File: src/bridge_pkg.sv
////////////////////////////////////////////////////////////////////////////
// shared types and constants for the serial SRAM debug bridge
// register map, command codes, status byte, SRAM address width
////////////////////////////////////////////////////////////////////////////
`default_nettype none

package bridge_pkg;

    // configuration register map, as sent in the address byte
    typedef enum logic [7:0] {
        REG_STREAM   = 8'h00,   // raw stream bytes during W
        REG_GPIO     = 8'h01,
        REG_ADDR_HI  = 8'h02,   // addr bits 18..16
        REG_ADDR_MID = 8'h03,   // addr bits 15..8
        REG_ADDR_LO  = 8'h04,   // addr bits 7..0
        REG_LEN      = 8'h05,
        REG_CMD      = 8'h06
    } reg_addr_e;

    // command codes, ascii letters
    typedef enum logic [7:0] {
        CMD_IDLE   = 8'h00,
        CMD_WRITE  = 8'h57,     // 'W'
        CMD_READ   = 8'h52,     // 'R'
        CMD_STATUS = 8'h53      // 'S'
    } cmd_e;

    // byte returned by the S command
    localparam logic [7:0] STATUS_CHAR = 8'h53;

    // external async SRAM address width
    localparam int SRAM_AW = 19;

endpackage

`default_nettype wire

File: src/logic/acia_rx.sv
////////////////////////////////////////////////////////////////////////////
// UART receiver, 8N1, start bit checked at mid-bit, byte-valid pulse
////////////////////////////////////////////////////////////////////////////
`default_nettype none

module acia_rx #(
    parameter int BIT_CNT = 16              // clocks per serial bit
) (
    input  logic       clk,
    input  logic       rst_n,
    input  logic       rx,                  // serial in, idle high
    output logic [7:0] rx_dat,
    output logic       rx_valid             // one cycle, at stop bit sample
);

    localparam int CW = $clog2(BIT_CNT);

    typedef enum logic [1:0] {
        RX_IDLE,
        RX_START,
        RX_DATA,
        RX_STOP
    } rx_state_e;

    rx_state_e     state;
    logic          rx_s1;                   // synchronizer stages
    logic          rx_s2;
    logic          rx_d;                    // for falling edge detect
    logic [CW-1:0] cnt;                     // bit period down counter
    logic [2:0]    nbit;                    // data bit index
    logic [7:0]    shreg;

    assign rx_dat = shreg;

    always_ff @(posedge clk) begin
        if (!rst_n) begin
            rx_s1    <= 1'b1;
            rx_s2    <= 1'b1;
            rx_d     <= 1'b1;
            state    <= RX_IDLE;
            cnt      <= '0;
            nbit     <= '0;
            rx_valid <= 1'b0;
        end else begin
            rx_s1    <= rx;
            rx_s2    <= rx_s1;
            rx_d     <= rx_s2;
            rx_valid <= 1'b0;
            if (state != RX_IDLE && cnt != '0) begin
                cnt <= cnt - 1'b1;
            end
            case (state)
                RX_IDLE: begin
                    if (rx_d && !rx_s2) begin
                        state <= RX_START;
                        cnt   <= CW'(BIT_CNT / 2 - 1);   // half a bit to midpoint
                    end
                end
                RX_START: begin
                    if (cnt == '0) begin
                        // glitch shorter than half a bit goes back to idle
                        state <= rx_s2 ? RX_IDLE : RX_DATA;
                        cnt   <= CW'(BIT_CNT - 1);
                        nbit  <= '0;
                    end
                end
                RX_DATA: begin
                    if (cnt == '0) begin
                        cnt  <= CW'(BIT_CNT - 1);
                        nbit <= nbit + 1'b1;
                        if (nbit == 3'd7) begin
                            state <= RX_STOP;
                        end
                    end
                end
                RX_STOP: begin
                    if (cnt == '0) begin
                        rx_valid <= rx_s2;      // drop byte on bad stop bit
                        state    <= RX_IDLE;
                    end
                end
                default: state <= RX_IDLE;
            endcase
        end
    end

    // data bits arrive lsb first
    always_ff @(posedge clk) begin
        if (state == RX_DATA && cnt == '0) begin
            shreg <= {rx_s2, shreg[7:1]};
        end
    end

endmodule

`default_nettype wire

File: src/logic/uart_ctl.sv
////////////////////////////////////////////////////////////////////////////
// receive framing: address/data pairs to register writes, raw stream mode
////////////////////////////////////////////////////////////////////////////
`default_nettype none

module uart_ctl import bridge_pkg::*; #(
    parameter int BIT_CNT = 16
) (
    input  logic       clk,
    input  logic       rst_n,
    input  logic       rx,
    input  logic       raw,             // every byte is stream data
    output logic       cfg_we,
    output logic [7:0] cfg_addr,
    output logic [7:0] cfg_dat
);

    logic [7:0] rx_dat;
    logic       rx_valid;
    logic       phase;                  // 0 address byte, 1 data byte
    logic [7:0] addr_lat;

    acia_rx #(
        .BIT_CNT (BIT_CNT)
    ) u_rx (
        .clk      (clk),
        .rst_n    (rst_n),
        .rx       (rx),
        .rx_dat   (rx_dat),
        .rx_valid (rx_valid)
    );

    always_ff @(posedge clk) begin
        if (!rst_n) begin
            phase  <= 1'b0;
            cfg_we <= 1'b0;
        end else begin
            cfg_we <= 1'b0;
            if (raw) begin
                phase  <= 1'b0;         // resync pairs after the stream
                cfg_we <= rx_valid;
            end else if (rx_valid) begin
                phase  <= ~phase;
                cfg_we <= phase;        // strobe on the data byte
            end
        end
    end

    // address latch and write payload
    always_ff @(posedge clk) begin
        if (rx_valid) begin
            if (raw) begin
                cfg_addr <= REG_STREAM;
                cfg_dat  <= rx_dat;
            end else if (!phase) begin
                addr_lat <= rx_dat;
            end else begin
                cfg_addr <= addr_lat;
                cfg_dat  <= rx_dat;
            end
        end
    end

endmodule

`default_nettype wire

File: src/logic/acia_tx.sv
////////////////////////////////////////////////////////////////////////////
// UART transmitter, 8N1, busy from start pulse to end of stop bit
////////////////////////////////////////////////////////////////////////////
`default_nettype none

module acia_tx #(
    parameter int BIT_CNT = 16              // clocks per serial bit
) (
    input  logic       clk,
    input  logic       rst_n,
    input  logic [7:0] tx_dat,
    input  logic       tx_start,            // one cycle, ignored while busy
    output logic       tx,
    output logic       tx_busy
);

    localparam int CW = $clog2(BIT_CNT);

    logic [9:0]    frame;                   // stop, data msb..lsb, start
    logic [CW-1:0] cnt;
    logic [3:0]    nbit;                    // frame bit index, 0..9

    // line is the lsb of the frame, all ones when idle
    assign tx = frame[0];

    always_ff @(posedge clk) begin
        if (!rst_n) begin
            frame   <= '1;
            cnt     <= '0;
            nbit    <= '0;
            tx_busy <= 1'b0;
        end else if (!tx_busy) begin
            if (tx_start) begin
                frame   <= {1'b1, tx_dat, 1'b0};
                cnt     <= CW'(BIT_CNT - 1);
                nbit    <= '0;
                tx_busy <= 1'b1;
            end
        end else if (cnt != '0) begin
            cnt <= cnt - 1'b1;
        end else begin
            cnt   <= CW'(BIT_CNT - 1);
            frame <= {1'b1, frame[9:1]};    // shift in idle level
            if (nbit == 4'd9) begin
                tx_busy <= 1'b0;            // stop bit done
            end else begin
                nbit <= nbit + 1'b1;
            end
        end
    end

endmodule

`default_nettype wire

File: src/logic/cmd_engine.sv
////////////////////////////////////////////////////////////////////////////
// config registers, gpio, SRAM address and length counters
// sequencing of the W, R and S commands
////////////////////////////////////////////////////////////////////////////
`default_nettype none

module cmd_engine import bridge_pkg::*; (
    input  logic               clk,
    input  logic               rst_n,
    input  logic               cfg_we,
    input  logic [7:0]         cfg_addr,
    input  logic [7:0]         cfg_dat,
    input  logic               tx_busy,
    input  logic [7:0]         sram_din,
    output logic               raw,
    output logic [7:0]         gpio_o,
    output logic [SRAM_AW-1:0] sram_addr,
    output logic [7:0]         sram_dout,
    output logic               sram_we,
    output logic               sram_oe,
    output logic [7:0]         tx_dat,
    output logic               tx_start
);

    typedef enum logic [1:0] {
        RD_IDLE,
        RD_FETCH,                           // sram_oe high, data captured
        RD_START                            // tx_start high
    } rd_state_e;

    cmd_e               cmd;
    rd_state_e          rd_state;
    logic [SRAM_AW-1:0] addr;
    logic [7:0]         len;                // bytes left in the command

    // unknown command codes leave the engine idle
    function automatic cmd_e decode_cmd(input logic [7:0] code);
        case (code)
            CMD_WRITE, CMD_READ, CMD_STATUS: return cmd_e'(code);
            default: return CMD_IDLE;
        endcase
    endfunction

    assign raw       = (cmd == CMD_WRITE);
    assign sram_addr = addr;

    always_ff @(posedge clk) begin
        if (!rst_n) begin
            cmd      <= CMD_IDLE;
            rd_state <= RD_IDLE;
            gpio_o   <= '0;
            addr     <= '0;
            len      <= '0;
            sram_we  <= 1'b0;
            sram_oe  <= 1'b0;
            tx_start <= 1'b0;
        end else begin
            sram_we  <= 1'b0;
            sram_oe  <= 1'b0;
            tx_start <= 1'b0;
            case (cmd)
                CMD_IDLE: begin
                    if (cfg_we) begin
                        case (cfg_addr)
                            REG_GPIO:     gpio_o <= cfg_dat;
                            REG_ADDR_HI:  addr[SRAM_AW-1:16] <= cfg_dat[SRAM_AW-17:0];
                            REG_ADDR_MID: addr[15:8] <= cfg_dat;
                            REG_ADDR_LO:  addr[7:0] <= cfg_dat;
                            REG_LEN:      len <= cfg_dat;
                            REG_CMD: begin
                                if (len != '0) begin    // zero length stays idle
                                    cmd <= decode_cmd(cfg_dat);
                                end
                            end
                            default: ;
                        endcase
                    end
                end
                CMD_WRITE: begin
                    if (cfg_we && cfg_addr == REG_STREAM) begin
                        sram_we <= 1'b1;
                    end
                    if (sram_we) begin              // step after the write cycle
                        addr <= addr + 1'b1;
                        len  <= len - 1'b1;
                        if (len == 8'd1) begin
                            cmd <= CMD_IDLE;
                        end
                    end
                end
                CMD_READ, CMD_STATUS: begin
                    case (rd_state)
                        RD_IDLE: begin
                            if (!tx_busy) begin
                                sram_oe  <= (cmd == CMD_READ);
                                rd_state <= RD_FETCH;
                            end
                        end
                        RD_FETCH: begin
                            tx_start <= 1'b1;
                            rd_state <= RD_START;
                        end
                        default: begin
                            // tx_busy goes high next cycle
                            if (cmd == CMD_READ) begin
                                addr <= addr + 1'b1;
                            end
                            len      <= len - 1'b1;
                            rd_state <= RD_IDLE;
                            if (len == 8'd1) begin
                                cmd <= CMD_IDLE;
                            end
                        end
                    endcase
                end
                default: cmd <= CMD_IDLE;
            endcase
        end
    end

    // write data and transmit byte
    always_ff @(posedge clk) begin
        if (cmd == CMD_WRITE && cfg_we) begin
            sram_dout <= cfg_dat;
        end
        if (rd_state == RD_FETCH) begin
            tx_dat <= (cmd == CMD_READ) ? sram_din : STATUS_CHAR;
        end
    end

endmodule

`default_nettype wire

File: src/logic/sram_bridge.sv
////////////////////////////////////////////////////////////////////////////
// top level of the UART to async SRAM debug bridge
////////////////////////////////////////////////////////////////////////////
`default_nettype none

module sram_bridge import bridge_pkg::*; #(
    parameter int CLK_FREQ = 10_000_000,    // Hz
    parameter int BAUD     = 625_000
) (
    input  logic               clk,
    input  logic               rst_n,
    input  logic               rx,
    output logic               tx,
    output logic [7:0]         gpio_o,
    output logic [SRAM_AW-1:0] sram_addr,
    output logic [7:0]         sram_dout,
    input  logic [7:0]         sram_din,
    output logic               sram_we,
    output logic               sram_oe
);

    // clocks per bit, rounded
    localparam int BIT_CNT = (CLK_FREQ + BAUD / 2) / BAUD;

    logic       raw;
    logic       cfg_we;
    logic [7:0] cfg_addr;
    logic [7:0] cfg_dat;
    logic [7:0] tx_dat;
    logic       tx_start;
    logic       tx_busy;

    uart_ctl #(
        .BIT_CNT (BIT_CNT)
    ) u_ctl (
        .clk      (clk),
        .rst_n    (rst_n),
        .rx       (rx),
        .raw      (raw),
        .cfg_we   (cfg_we),
        .cfg_addr (cfg_addr),
        .cfg_dat  (cfg_dat)
    );

    cmd_engine u_engine (
        .clk       (clk),
        .rst_n     (rst_n),
        .cfg_we    (cfg_we),
        .cfg_addr  (cfg_addr),
        .cfg_dat   (cfg_dat),
        .tx_busy   (tx_busy),
        .sram_din  (sram_din),
        .raw       (raw),
        .gpio_o    (gpio_o),
        .sram_addr (sram_addr),
        .sram_dout (sram_dout),
        .sram_we   (sram_we),
        .sram_oe   (sram_oe),
        .tx_dat    (tx_dat),
        .tx_start  (tx_start)
    );

    acia_tx #(
        .BIT_CNT (BIT_CNT)
    ) u_tx (
        .clk      (clk),
        .rst_n    (rst_n),
        .tx_dat   (tx_dat),
        .tx_start (tx_start),
        .tx       (tx),
        .tx_busy  (tx_busy)
    );

endmodule

`default_nettype wire

File: config.mk
export PLATFORM = sky130hd
export DESIGN_NAME = sram_bridge
export DESIGN_NICKNAME = d
export VERILOG_FILES = /design/src/bridge_pkg.sv /design/src/logic/acia_rx.sv /design/src/logic/uart_ctl.sv /design/src/logic/acia_tx.sv /design/src/logic/cmd_engine.sv /design/src/logic/sram_bridge.sv
export SDC_FILE = /design/constraint.sdc
export NUM_CORES = 1
export LEC_CHECK = 0
export ABC_AREA = 1
export BUFFER_PORTS_ARGS = -buffer_cell sky130_fd_sc_hd__buf_4
export CORE_MARGIN = 1
export CORE_UTILIZATION = 40
export DETAILED_ROUTE_END_ITERATION = 10
export SYNTH_ARGS = -nofsm -noshare
export SYNTH_HDL_FRONTEND = slang
export SYNTH_HIERARCHICAL = 1
export SYNTH_SLANG_ARGS = --single-unit
File: constraint.sdc
create_clock -name clk -period 2.68 [get_ports clk]
set_input_delay 0.536 -clock clk [delete_from_list [all_inputs] [get_ports clk]]
set_output_delay 0.536 -clock clk [all_outputs]
set_load 0.005 [all_outputs]
==> summary.md, run 1 <==
| Metric | Value |
|---|---|
| Pins Over Slew Limit | 0 |
| Wire length on met3 | just over 500 um |
| TNS Setup | 0 ns |
| CTS resizes | 0 |
| DP Area | between 6000 and 7000 um^2 |
| P_sw | between 1 and 1.5 mW |
| TritonCTS clock tree | built |
| Clock buffer depth | 2 |
| Most common cell on crit path | nand2_2 |
| R2R Setup Slk | about 0.88 ns |
| Area of the core | 15400 um^2 |
| WP data arrival | 2.11 ns |
| Initial antenna violation count | 0 |
| Number of global-route vias before repair | ~4700 |
| Worst setup SP type | flop |
| Tcrit/Tclk final | approximately two thirds |
| Top cell types by occurrence after synthesis | nand2_1, nor2_1, inv_1 |
| Comb power frac | around 12% |
| R2R Path End | u_engine/sram_addr[1] |
| Top area cells in the synthesized netlist | dfxtp_1, edfxtp_1, nand2_1 |
| Crit Path Class | reg2reg |
| Fraction of layout cells with a size suffix above 1 | ~15% |
| HP Class | in2reg |
| Number of port buffers | 48 |
| Iteration-0 DRC Markers | between 200 and 300 |
| Cell area after layout | roughly 7500 um^2 |
| DRT Pass-1 Iters | 4 |
| Synth-to-layout area growth | 17.9% |
| Clock Root Buffer | clkbuf_16 |
| Sequential fraction of the synthesis area | roughly half |
| Final setup viols | 0 |
| FF-to-FF path depth | 9 |
| Chip Height | around 130 um |
| #FFs+latches synth | between 100 and 150 |
| Top Layer Used | met4 |
| WHS Endpoint | u_ctl/u_rx/rx_s1 |
| Final WL | about 13000 um |
| Post-CTS repair timing setup buffer count | 0 |
| # IOs | 49 |
| Post-synth top area cell | dfxtp_1 |
| Hold buffers post-CTS | 0 |
| Synth Flop Type | dfxtp_1 |
| Metal-1 WL | 6640 um |
| Sink Count | 129 |
| Slew HR | 49.2% |
| Synthesized cell area | about 6400 um^2 |
| DR WL met2 | roughly 6100 um |
| Worst Max-Slew Pin Slew | roughly 0.76 ns |
| Worst r2r src | u_engine/cmd[0] |
| Clk pwr share | around 45% |
| CP max-delay cell | dfxtp_1 |
| Largest stage delay on the critical path | 0.41 ns |
| Skew final | just over 0.007 ns |
| Post-synth EDFFs | 48 |
| Crit Path Max Fanout | 21 |
| Setup ws final | a little under 0.9 ns |
| Mapped Cells | between 800 and 900 |
| CTS HTree Levels | 4 |
| Clk_lat worst skew | approximately 0.42 ns |
| Synth async-reset ratio | 0% |
| Bufs and invs on worst path | 1 |
| Placer Congestion | between 0.8 and 0.9 |
| Vias per std cell | approximately 4.6 |
| Minimum clock period after layout | ~1.8 ns |
| Horiz. Die Dim | between 100 and 150 um |
| Crit end category | flop |
| Sw Share | between 20% and 30% |
| HP Start | rx |
| Rows | 45 |
| Final Hold Viols | 0 |
| Starting Density | just over 40% |
| Tot GR Track Use | 17.7% |
| Max cap viols | 0 |
| First-pass GRT wire length | approximately 23000 um |
| P_leak | about 3.3 nW |
| Antenna viol nets, final | 0 |
| Grt ovf | 0 |
| Inserted Clock Buffers | 17 |
| # diodes | 0 |
| F_max | about 560 MHz |
| DP HPWL | approximately 9500 um |
| Cell Chain, Critical Path | nand2_1 > nor2_2 > nand2_2 > nand2_4 > inv_4 > nand2_8 > nand2_2 > o21ai_1 > nor2_1 |
| Unrepaired setup endpoints after global routing | no |
| Layout net count | between 900 and 1000 |
| Synth Warn # | 6 |
| Largest net degree at the start of global routing | 38 |
| Die area | approximately 16000 um^2 |
| Crit-path leading delay family | simple AND/OR/NAND/NOR gates |
| Peak supply drop | 0.000461 V |
| Syn_area_per_cell | around 7.6 um^2 |
| Avg WL per Cell | roughly 12 um |
| Non-filler instance count after layout | 1117 |
| Power per cell area | 665 nW/um^2 |
| Status | finished clean |
| Clock transition at path regs | about 0.060 ns |
| Post-Route Utilization | between 40% and 50% |
| Dpl cells | 1085 |
| Total number of vias | around 5200 |
| Top cell type's share of synthesized area | approximately a quarter |
| # DRC | 0 |
| Worst Path Required | between 2 and 3 ns |
| Distinct cells, synth | 39 |
| Hold Crit Depth | 2 |
| Dpl ws | just under 0.9 ns |
| Pint | ~3.6 mW |
| Top-count cell post-synth | nand2_1 |
| Sequential share of power | approximately 43% |
kinds of logic (layout without fill, tap and decap cells):
logic type,after synthesis,in the layout,synth area share [%]
compound gates,76,76,6.53
xor+xnor,11,11,1.51
flops,129,129,48.0
other cells,1,3,0.0588
fa+ha+maj,15,15,2.94
buf+inv,133,201,8.30
simple gates,471,471,32.6
state kept, by name, indices dropped and copies added (netlist names), 8 cells and up, named ones only:
name / flops
u_engine/cmd: 8
u_engine/sram_addr: 19
u_engine/tx_dat: 8
u_engine/sram_dout: 8
u_ctl/addr_lat: 8
u_engine/gpio_o: 8
u_engine/len: 8
u_ctl/cfg_dat: 8
u_ctl/u_rx/rx_dat: 8
u_ctl/cfg_addr: 8
u_tx/frame: 9
per-stage QoR:
stage,power [mW],hold slack [ns]
floorplan,2.68,0.386
global placement,2.80,0.398
finish,5.00,0.296
global route,5.24,0.291
CTS,5.07,0.278
detailed placement,2.80,0.402
power by group through the flow:
stage,Combinational [mW],Sequential (mW),Clock [mW]
detailed placement,0.624,2.18,0
global placement,0.620,2.18,0
CTS,0.629,2.14,2.30
global route,0.712,2.15,2.38
finish,0.620,2.14,2.24
floorplan,0.514,2.16,0
cell usage in the layout (no fill, tap or decap), drive strengths merged:
cell type / count
o21ai: 34
and2: 1
o211ai: 7
ha: 15
bufinv: 1
xor2: 10
o21a: 1
nand2: 226
nor2: 147
nand4: 13
buf: 50
edfxtp: 48
inv: 126
conb: 3
nor4: 1
clkbuf: 17
a221oi: 1
dfxtp: 81
xnor2: 1
and3: 1
clkinv: 4
o22ai: 1
or2: 15
nand3: 60
clkinvlp: 3
nor3: 7
a21oi: 32
worst reg2reg max path, stage by stage (launching register included):
cell     delay [ns]
dfxtp_1        0.41
nand2_1        0.09
nor2_2         0.14
nand2_2        0.11
nand2_4        0.21
inv_4          0.16
nand2_8        0.13
nand2_2        0.18
o21ai_1        0.21
nor2_1         0.06
layout make-up:
| cell class | instances | area [um^2] |
|---|---|---|
| tap | 211 | 264 |
| inverter | 119 | 449 |
| sequential | 129 | 3060 |
| fill | 1557 | 7850 |
| timing repair buffer | 50 | 375 |
| multi-input combinational | 576 | 2790 |
| clock inverter | 15 | 150 |
| clock buffer | 17 | 425 |
worst max-delay path by stage:
stage                 startpoint                    end  slack [ns]  cells past startpoint
2_1_floorplan    u_engine/cmd[0]      u_ctl/cfg_addr[0]        0.79                      6
5_1_grt          u_engine/cmd[2]  u_engine/sram_addr[2]        0.61                     11
4_1_cts        u_ctl/cfg_addr[3]     u_engine/gpio_o[7]        0.86                      6
3_5_place_dp   u_ctl/cfg_addr[3]     u_engine/gpio_o[7]        0.88                      6
6_report         u_engine/cmd[0]  u_engine/sram_addr[1]        0.88                      9
3_3_place_gp     u_engine/cmd[0]  u_engine/sram_addr[1]        0.88                      9
layer usage:
layer | vias up | global-route usage (%)
met5 | - | 0
met4 | 0 | 7.06
met3 | 14 | 3.67
met2 | 85 | 27.4
met1 | 2335 | 24.1
li1 | 2758 | -
No activity file was read; power rests on OpenSTA's default activity.
==> run 2, diff against run 1 <==
clock period = 1.6 ns   (was 2.68 ns; I/O delays follow)
==> run 2 against run 1 <==
Against the previous run: clock power grew 63%; clock skew is 0.0022 ns higher; register-to-register slack worse by 0.87 ns; cell count up 2.8%; worst setup slack worse by 0.87 ns; first-iteration DRC count grew 34%; global-route usage up 0.15 points; count of clock-buffer cells in the layout grew 1; final area rose by 5.3%; combinational power increased by 79%; critical endpoint is now u_engine/gpio_o[1].
==> summary.md, run 2 (synthesis results as in run 1) <==
| Metric | Value |
|---|---|
| Chip Height | 128 um (unchanged) |
| Sink Count | 129 (unchanged) |
| Number of global-route vias before repair | 4779 (+1.3%) |
| Vias per std cell | 4.65 (+0.13%) |
| R2R Path End | u_engine/gpio_o[1] |
| Number of port buffers | 48 (unchanged) |
| Layout net count | 950 (+3.4%) |
| Worst Path Required | 1.90 ns (-1.09 ns) |
| Tcrit/Tclk final | 99.4% (+32 points) |
| Grt ovf | 0 (unchanged) |
| Starting Density | 41.5% (unchanged) |
| Final WL | 14100 um (+5.6%) |
| CTS HTree Levels | 4 (unchanged) |
| Crit end category | flop |
| Antenna viol nets, final | 0 (unchanged) |
| Non-filler instance count after layout | 1148 (+2.8%) |
| F_max | 629 MHz (+13%) |
| WHS Endpoint | u_ctl/u_rx/rx_s1 |
| Hold Crit Depth | 2 (unchanged) |
| Area of the core | 15400 um^2 (unchanged) |
| Most common cell after layout, fill and taps aside | nand2_1 |
| Skew final | 0.00925 ns (+0.00219 ns) |
| Largest stage delay on the critical path | 0.40 ns (about the same) |
| P_leak | 3.51 nW (+5.7%) |
| Status | finished clean |
| Largest net degree at the start of global routing | 43 (+13%) |
| # IOs | 49 (unchanged) |
| Tot GR Track Use | 17.9% (+0.15 points) |
| Unrepaired setup endpoints after global routing | yes |
| First-pass GRT wire length | 23000 um (+1.2%) |
| Worst setup SP type | flop |
| Number of fillers in the final layout | 1500 (-3.7%) |
| Placer Congestion | 0.823 (-1.5%) |
| Clock Root Buffer | clkbuf_16 |
| FF+latch area | 3070 um^2 (+0.12%) |
| Final setup viols | 0 (unchanged) |
| Pins Over Slew Limit | 0 (unchanged) |
| Crit Path Max Fanout | 16 (-24%) |
| Horiz. Die Dim | 128 um (unchanged) |
| Minimum clock period after layout | 1.59 ns (-0.208 ns) |
| Final Hold Viols | 0 (unchanged) |
| DP Area | 7160 um^2 (+3.1%) |
| TritonCTS clock tree | built |
| Cell area after layout | 7920 um^2 (+5.3%) |
| Rows | 45 (unchanged) |
| Power per cell area | 1050 nW/um^2 (+58%) |
| Dpl cells | 1109 (+2.2%) |
| Clock buffer depth | 2 (unchanged) |
| Commonest non-fill, non-tap cells in the layout | nand2_1, nor2_1, inv_1, dfxtp_1, buf_4 |
| HP Start | rx |
| Crit-path leading delay family | simple AND/OR/NAND/NOR gates |
| Clock transition at path regs | 0.06 ns (about the same) |
| DP HPWL | 9780 um (+2.6%) |
| Synth-to-layout area growth | 24.2% |
| Hold buffers post-CTS | 0 (unchanged) |
| # DRC | 0 (unchanged) |
| # diodes | 0 (unchanged) |
| DRT Pass-1 Iters | 5 (+1) |
| Max cap viols | 0 (unchanged) |
| FF-to-FF path depth | 7 (-2) |
| Bufs and invs on worst path | 2 (+1) |
| Clk_lat worst skew | 0.42 ns (about the same) |
| Iteration-0 DRC Markers | 345 (+34%) |
| Die area | 16500 um^2 (unchanged) |
| CP max-delay cell | edfxtp_1 |
| Inserted Clock Buffers | 17 (unchanged) |
| Multi-input gate area | 2980 um^2 (+6.6%) |
| Cell Chain, Critical Path | inv_1 > nand2_1 > nor3_1 > nand3_1 > buf_4 > o21ai_0 > a21oi_1 |
| R2R Setup Slk | 0.009 ns (-0.87 ns) |
| Initial antenna violation count | 0 (unchanged) |
| Setup ws final | 0.00918 ns (-0.872 ns) |
| Avg WL per Cell | 12.3 um (+2.7%) |
| Fraction of layout cells with a size suffix above 1 | 21.9% (+7.0 points) |
| Dpl ws | -0.0159 ns (-0.898 ns) |
| Total number of vias | 5343 (+2.9%) |
| HP Class | in2reg |
| Peak supply drop | 0.000733 V (+59%) |
| WP data arrival | 1.89 ns (-0.22 ns) |
| Worst r2r src | u_ctl/cfg_addr[5] |
| Crit Path Class | reg2reg |
| Max reg flops | 19 (unchanged) |
==> run 2: cell types whose count changed in the layout (fill, tap and decap cells not counted), moves of 4 or more <==
cell,delta
nand2_1,-14
nand2_4,+7
nor2_2,+7
buf_4,+25
nor2_4,+5
nand2_2,+10
nor2_1,-12
inv_2,+4
inv_1,-4
==> run 2: report_power, final <==
part / total, mW / switching, mW / internal [mW]
clock network: 3.66 / 1.58 / 2.08
logic: 1.11 / 0.691 / 0.420
registers: 3.57 / 0.0762 / 3.49
==> run 2: cell type report <==
type                            count  share of cell area, %
Multi-Input combinational cell    580                   37.6
Sequential cell                   129                   38.7
Inverter                          119                   5.67
Clock buffer                       18                   5.54
Clock inverter                     14                   1.53
Timing Repair Buffer               77                   7.61
Tap cell                          211                   3.33
==> run 2: worst max-delay path by stage <==
stage                 startpoint                     end  slack [ns]  cells after the start
5_1_grt        u_ctl/cfg_addr[6]  u_engine/sram_addr[10]        -0.1                     11
2_1_floorplan    u_engine/cmd[5]       u_ctl/addr_lat[0]        0.04                      7
3_3_place_gp   u_ctl/cfg_addr[6]   u_engine/sram_addr[2]        0.02                     10
3_5_place_dp   u_ctl/cfg_addr[5]  u_engine/sram_addr[11]       -0.02                     11
4_1_cts        u_ctl/cfg_addr[5]   u_engine/sram_addr[2]        0.02                     10
6_report       u_ctl/cfg_addr[5]      u_engine/gpio_o[1]       0.009                      7
==> run 2: metrics by stage <==
stage | utilization, % | hold slack (ns) | setup TNS [ns] | power, mW
floorplan | - | 0.386 | 0 | 4.49
global placement | 46.6 | 0.399 | 0 | 4.75
detailed placement | 46.6 | 0.400 | -0.0433 | 4.75
CTS | 50.3 | 0.0620 | 0 | 8.45
global route | 51.5 | 0.0827 | -1.26 | 8.75
finish | 51.5 | 0.0839 | 0 | 8.34
==> run 2: per-layer routing <==
layer / share of wire (%) / vias to the layer above / track usage (%)
li1: - / 2822 / -
met1: 50 / 2392 / 24.0
met2: 44 / 113 / 27.8
met3: 4.8 / 16 / 4.30
met4: 1.2 / 0 / 6.85
met5: 0 / - / 0
==> run 2: repair_timing <==
action,4_1_cts,5_1_grt
gates cloned,1,3
pin swaps,1,16
setup buffers,0,3
gates resized for setup,4,49
setup endpoints to repair,9,63
==> run 2: worst register-to-register path, delay by kind of cell (launching register included) <==
| family | cells | cell delay [ns] |
|---|---|---|
| simple gates | 3 | 0.50 |
| compound gates | 2 | 0.30 |
| flops | 1 | 0.40 |
| buf+inv | 2 | 0.28 |
==> run 3, diff against run 2 <==
SYNTH_HIERARCHICAL = default   (was 1)
==> run 3 against run 2 <==
Against the previous run: the flow now finishes with violations (setup timing); sequential cell count stayed put; via count is 1.3% higher; non-clock buffer count rose by 40; combinational power shrank 18%; core utilization increased by 3.8 points; first-iteration DRC count grew 8.4%; count of clock-buffer cells in the layout increased by 1; critical endpoint is now u_engine.len[7]; largest cell class unchanged; highest routed layer unchanged.
==> summary.md, run 3 <==
| Metric | Value |
|---|---|
| Peak supply drop | 0.000683 V (-6.9%) |
| Largest net degree at the start of global routing | 43 (unchanged) |
| Rows | 45 (unchanged) |
| Most common cell after layout, fill and taps aside | nand2_1 |
| DP Area | 7300 um^2 (+2.0%) |
| #FFs+latches synth | 129 (unchanged) |
| Cell area after layout | 8440 um^2 (+6.6%) |
| Clk_lat worst skew | 0.42 ns (about the same) |
| Tcrit/Tclk final | 101% (+2.0 points) |
| Unrepaired setup endpoints after global routing | yes |
| Horiz. Die Dim | 127 um (-0.85%) |
| Worst r2r src | u_engine.cmd[7] |
| Worst setup startpoint | u_engine.cmd[7] |
| Hold buffers post-CTS | 0 (unchanged) |
| Post-synth EDFFs | 48 (unchanged) |
| Crit end category | flop |
| Antenna viol nets, final | 0 (unchanged) |
| Crit Path Max Fanout | 8 (-8) |
| Initial antenna violation count | 0 (unchanged) |
| Layout net count | 957 (+0.74%) |
| TritonCTS clock tree | built |
| # DRC | 0 (unchanged) |
| CTS HTree Levels | 4 (unchanged) |
| Final setup viols | 11 (+11) |
| Number of port buffers | 48 (unchanged) |
| GR Layer Usage met1 | 23.5% (-0.55 points) |
| Top area cells in the synthesized netlist | dfxtp_1, edfxtp_1, nand2_1 |
| Clock buffer depth | 2 (unchanged) |
| Grt peak-use layer | met2 |
| Avg WL per Cell | 12.4 um (+0.43%) |
| Clock transition at path regs | 0.06 ns (about the same) |
| Tot GR Track Use | 18.2% (+0.29 points) |
| Sink Count | 129 (unchanged) |
| Grt met2 use | 29.7% (+1.9 points) |
| Syn_area_per_cell | 7.68 um^2 (+0.68%) |
| First-pass GRT wire length | 23000 um (+0.12%) |
| Distinct cells, synth | 38 (-2.6%) |
| Inserted Clock Buffers | 17 (unchanged) |
| Top-count cell post-synth | nand2_1 |
| Synth-to-layout area growth | 34.7% |
| Dpl cells | 1115 (+0.54%) |
| Setup ws final | -0.0234 ns (-0.0326 ns) |
| DRT Pass-1 Iters | 6 (+1) |
| Chip Height | 127 um (-0.85%) |
| Fin Hold WS | 0.0869 ns (+0.00305 ns) |
| Final WL | 14300 um (+1.2%) |
| F_max | 616 MHz (-2.0%) |
| Starting Density | 41.1% (-0.42 points) |
| Mapped Cells | 816 (-2.4%) |
| DP HPWL | 9780 um (about the same) |
| Worst Path Required | 1.92 ns (+0.02 ns) |
| Synth async-reset ratio | 0% (unchanged) |
| Worst setup SP type | flop |
| Grt ovf | 0 (unchanged) |
| Synth Flop Type | dfxtp_1 |
| Crit Path Class | reg2reg |
| Failing checks | setup timing |
| Number of fillers in the final layout | 1405 (-6.3%) |
| Fraction of layout cells with a size suffix above 1 | 29.0% (+7.1 points) |
| Clock Root Buffer | clkbuf_16 |
| Synthesized cell area | 6270 um^2 (-1.7%) |
| Commonest non-fill, non-tap cells in the layout | nand2_1, nor2_1, inv_1, buf_4, dfxtp_1 |
| Post-synth top area cell | dfxtp_1 |
| Top cell types by occurrence after synthesis | nand2_1, nor2_1, inv_1 |
| Sequential fraction of the synthesis area | 48.9% (+0.84 points) |
| Placer Congestion | 0.866 (+5.2%) |
| Top cell type's share of synthesized area | 25.9% (+0.45 points) |
| Die area | 16200 um^2 (-1.7%) |
| # diodes | 0 (unchanged) |
| P_leak | 3.75 nW (+6.8%) |
| Power per cell area | 986 nW/um^2 (-6.4%) |
| WP data arrival | 1.94 ns (+0.05 ns) |
| Skew final | 0.00825 ns (-0.00101 ns) |
| Vias per std cell | 4.68 (+0.56%) |
| # IOs | 49 (unchanged) |
| Area of the core | 15300 um^2 (-0.73%) |
| Non-filler instance count after layout | 1157 (+0.78%) |
| HP Class | in2reg |
| Total number of vias | 5415 (+1.3%) |
| HP Start | rx |
| Max cap viols | 0 (unchanged) |
| Number of global-route vias before repair | 4877 (+2.1%) |
| Status | finished with violations |
| Final Hold Viols | 0 (unchanged) |
| Minimum clock period after layout | 1.62 ns (+0.0326 ns) |
| Pins Over Slew Limit | 0 (unchanged) |
| Synth Warn # | 0 (-6) |
| Met3 Usage GRT | 3.69% (-0.61 points) |
| Iteration-0 DRC Markers | 374 (+8.4%) |
| Max reg flops | 19 (unchanged) |
-- run 3: cell count changes after synthesis, moves of 5 or more --
| cell | before | now |
|---|---|---|
| nor3_1 | 6 | 11 |
| or2_2 | 12 | 7 |
| nor2_2 | 3 | 11 |
| nand3_1 | 55 | 40 |
| nand2_1 | 211 | 195 |
| o211ai_1 | 7 | 2 |
| o21ai_0 | 30 | 37 |
| nand2_2 | 11 | 4 |
| inv_2 | 8 | 0 |
| o311ai_0 | 0 | 7 |
-- run 3: power breakdown --
part / total [mW] / switching, mW / leakage (nW) / internal, mW
sequential: 3.53 / 0.0591 / 1.09 / 3.47
clock: 3.89 / 1.44 / 0.283 / 2.45
combinational: 0.906 / 0.509 / 2.37 / 0.397
total: 8.33 / 2.01 / 3.75 / 6.32
-- run 3: kinds of logic (layout without fill, tap and decap cells) --
family,Yosys count,in the layout,share of synthesized area [%]
AOI/OAI and AO/OA,88,88,7.87
other,1,3,0.0598
buffers and inverters,137,265,8.84
adders and majority gates,13,13,2.60
and+or+nand+nor,435,435,29.9
DFF,129,129,48.9
xor gates and xnor gates,13,13,1.82
-- run 3: layout make-up --
class | count | area (um^2) | area share, %
multi-input combinational | 552 | 3020 | 35.8
tap | 211 | 264 | 3.13
inverter | 116 | 453 | 5.36
clock buffer | 19 | 433 | 5.13
sequential | 129 | 3080 | 36.5
clock inverter | 13 | 163 | 1.93
timing repair buffer | 117 | 1030 | 12.2
-- run 3: timing repair --
action                                  4_1_cts  5_1_grt
setup buffers                                 2        5
endpoints found under the setup margin       27       88
pin swaps                                     6       47
gates cloned                                  0        4
gates resized for setup                      14      134
-- run 3: worst max-delay path: stages, from the launching register on --
cell	delay, ns
dfxtp_2	0.33
inv_2	0.05
nand2_2	0.05
nor2_4	0.22
nand2_4	0.13
nand2_8	0.12
inv_4	0.04
nand2_4	0.07
nand2_8	0.07
nor2_4	0.15
buf_12	0.15
inv_4	0.03
nor2_4	0.08
nor2_1	0.04
-- run 3: worst paths after layout --
check                     endpoint  slack [ns]  cells after the start
hold reg to reg   u_ctl.u_rx.rx_s2        0.41                      1
setup / recovery   u_engine.len[7]       -0.02                     13
hold / removal    u_ctl.u_rx.rx_s1        0.09                      2
setup reg to reg   u_engine.len[7]       -0.02                     13
-- run 3: layer usage --
metal / up-vias / part of all wire [%]
li1: 2836 / -
met2: 95 / 47
met1: 2472 / 48
met5: - / 0
met4: 0 / 1.4
met3: 12 / 3.4
-- run 3: per-stage QoR --
| step | setup TNS, ns | utilization, % | total power, mW | setup WS (ns) |
|---|---|---|---|---|
| 2_1_floorplan | 0 | - | 4.12 | 0.00312 |
| 3_3_place_gp | -0.144 | 47.9 | 4.37 | -0.0487 |
| 3_5_place_dp | -0.358 | 47.9 | 4.38 | -0.0653 |
| 4_1_cts | -0.00382 | 52.0 | 8.29 | -0.00382 |
| 5_1_grt | -2.16 | 55.3 | 8.68 | -0.127 |
| 6_report | -0.164 | 55.3 | 8.33 | -0.0234 |
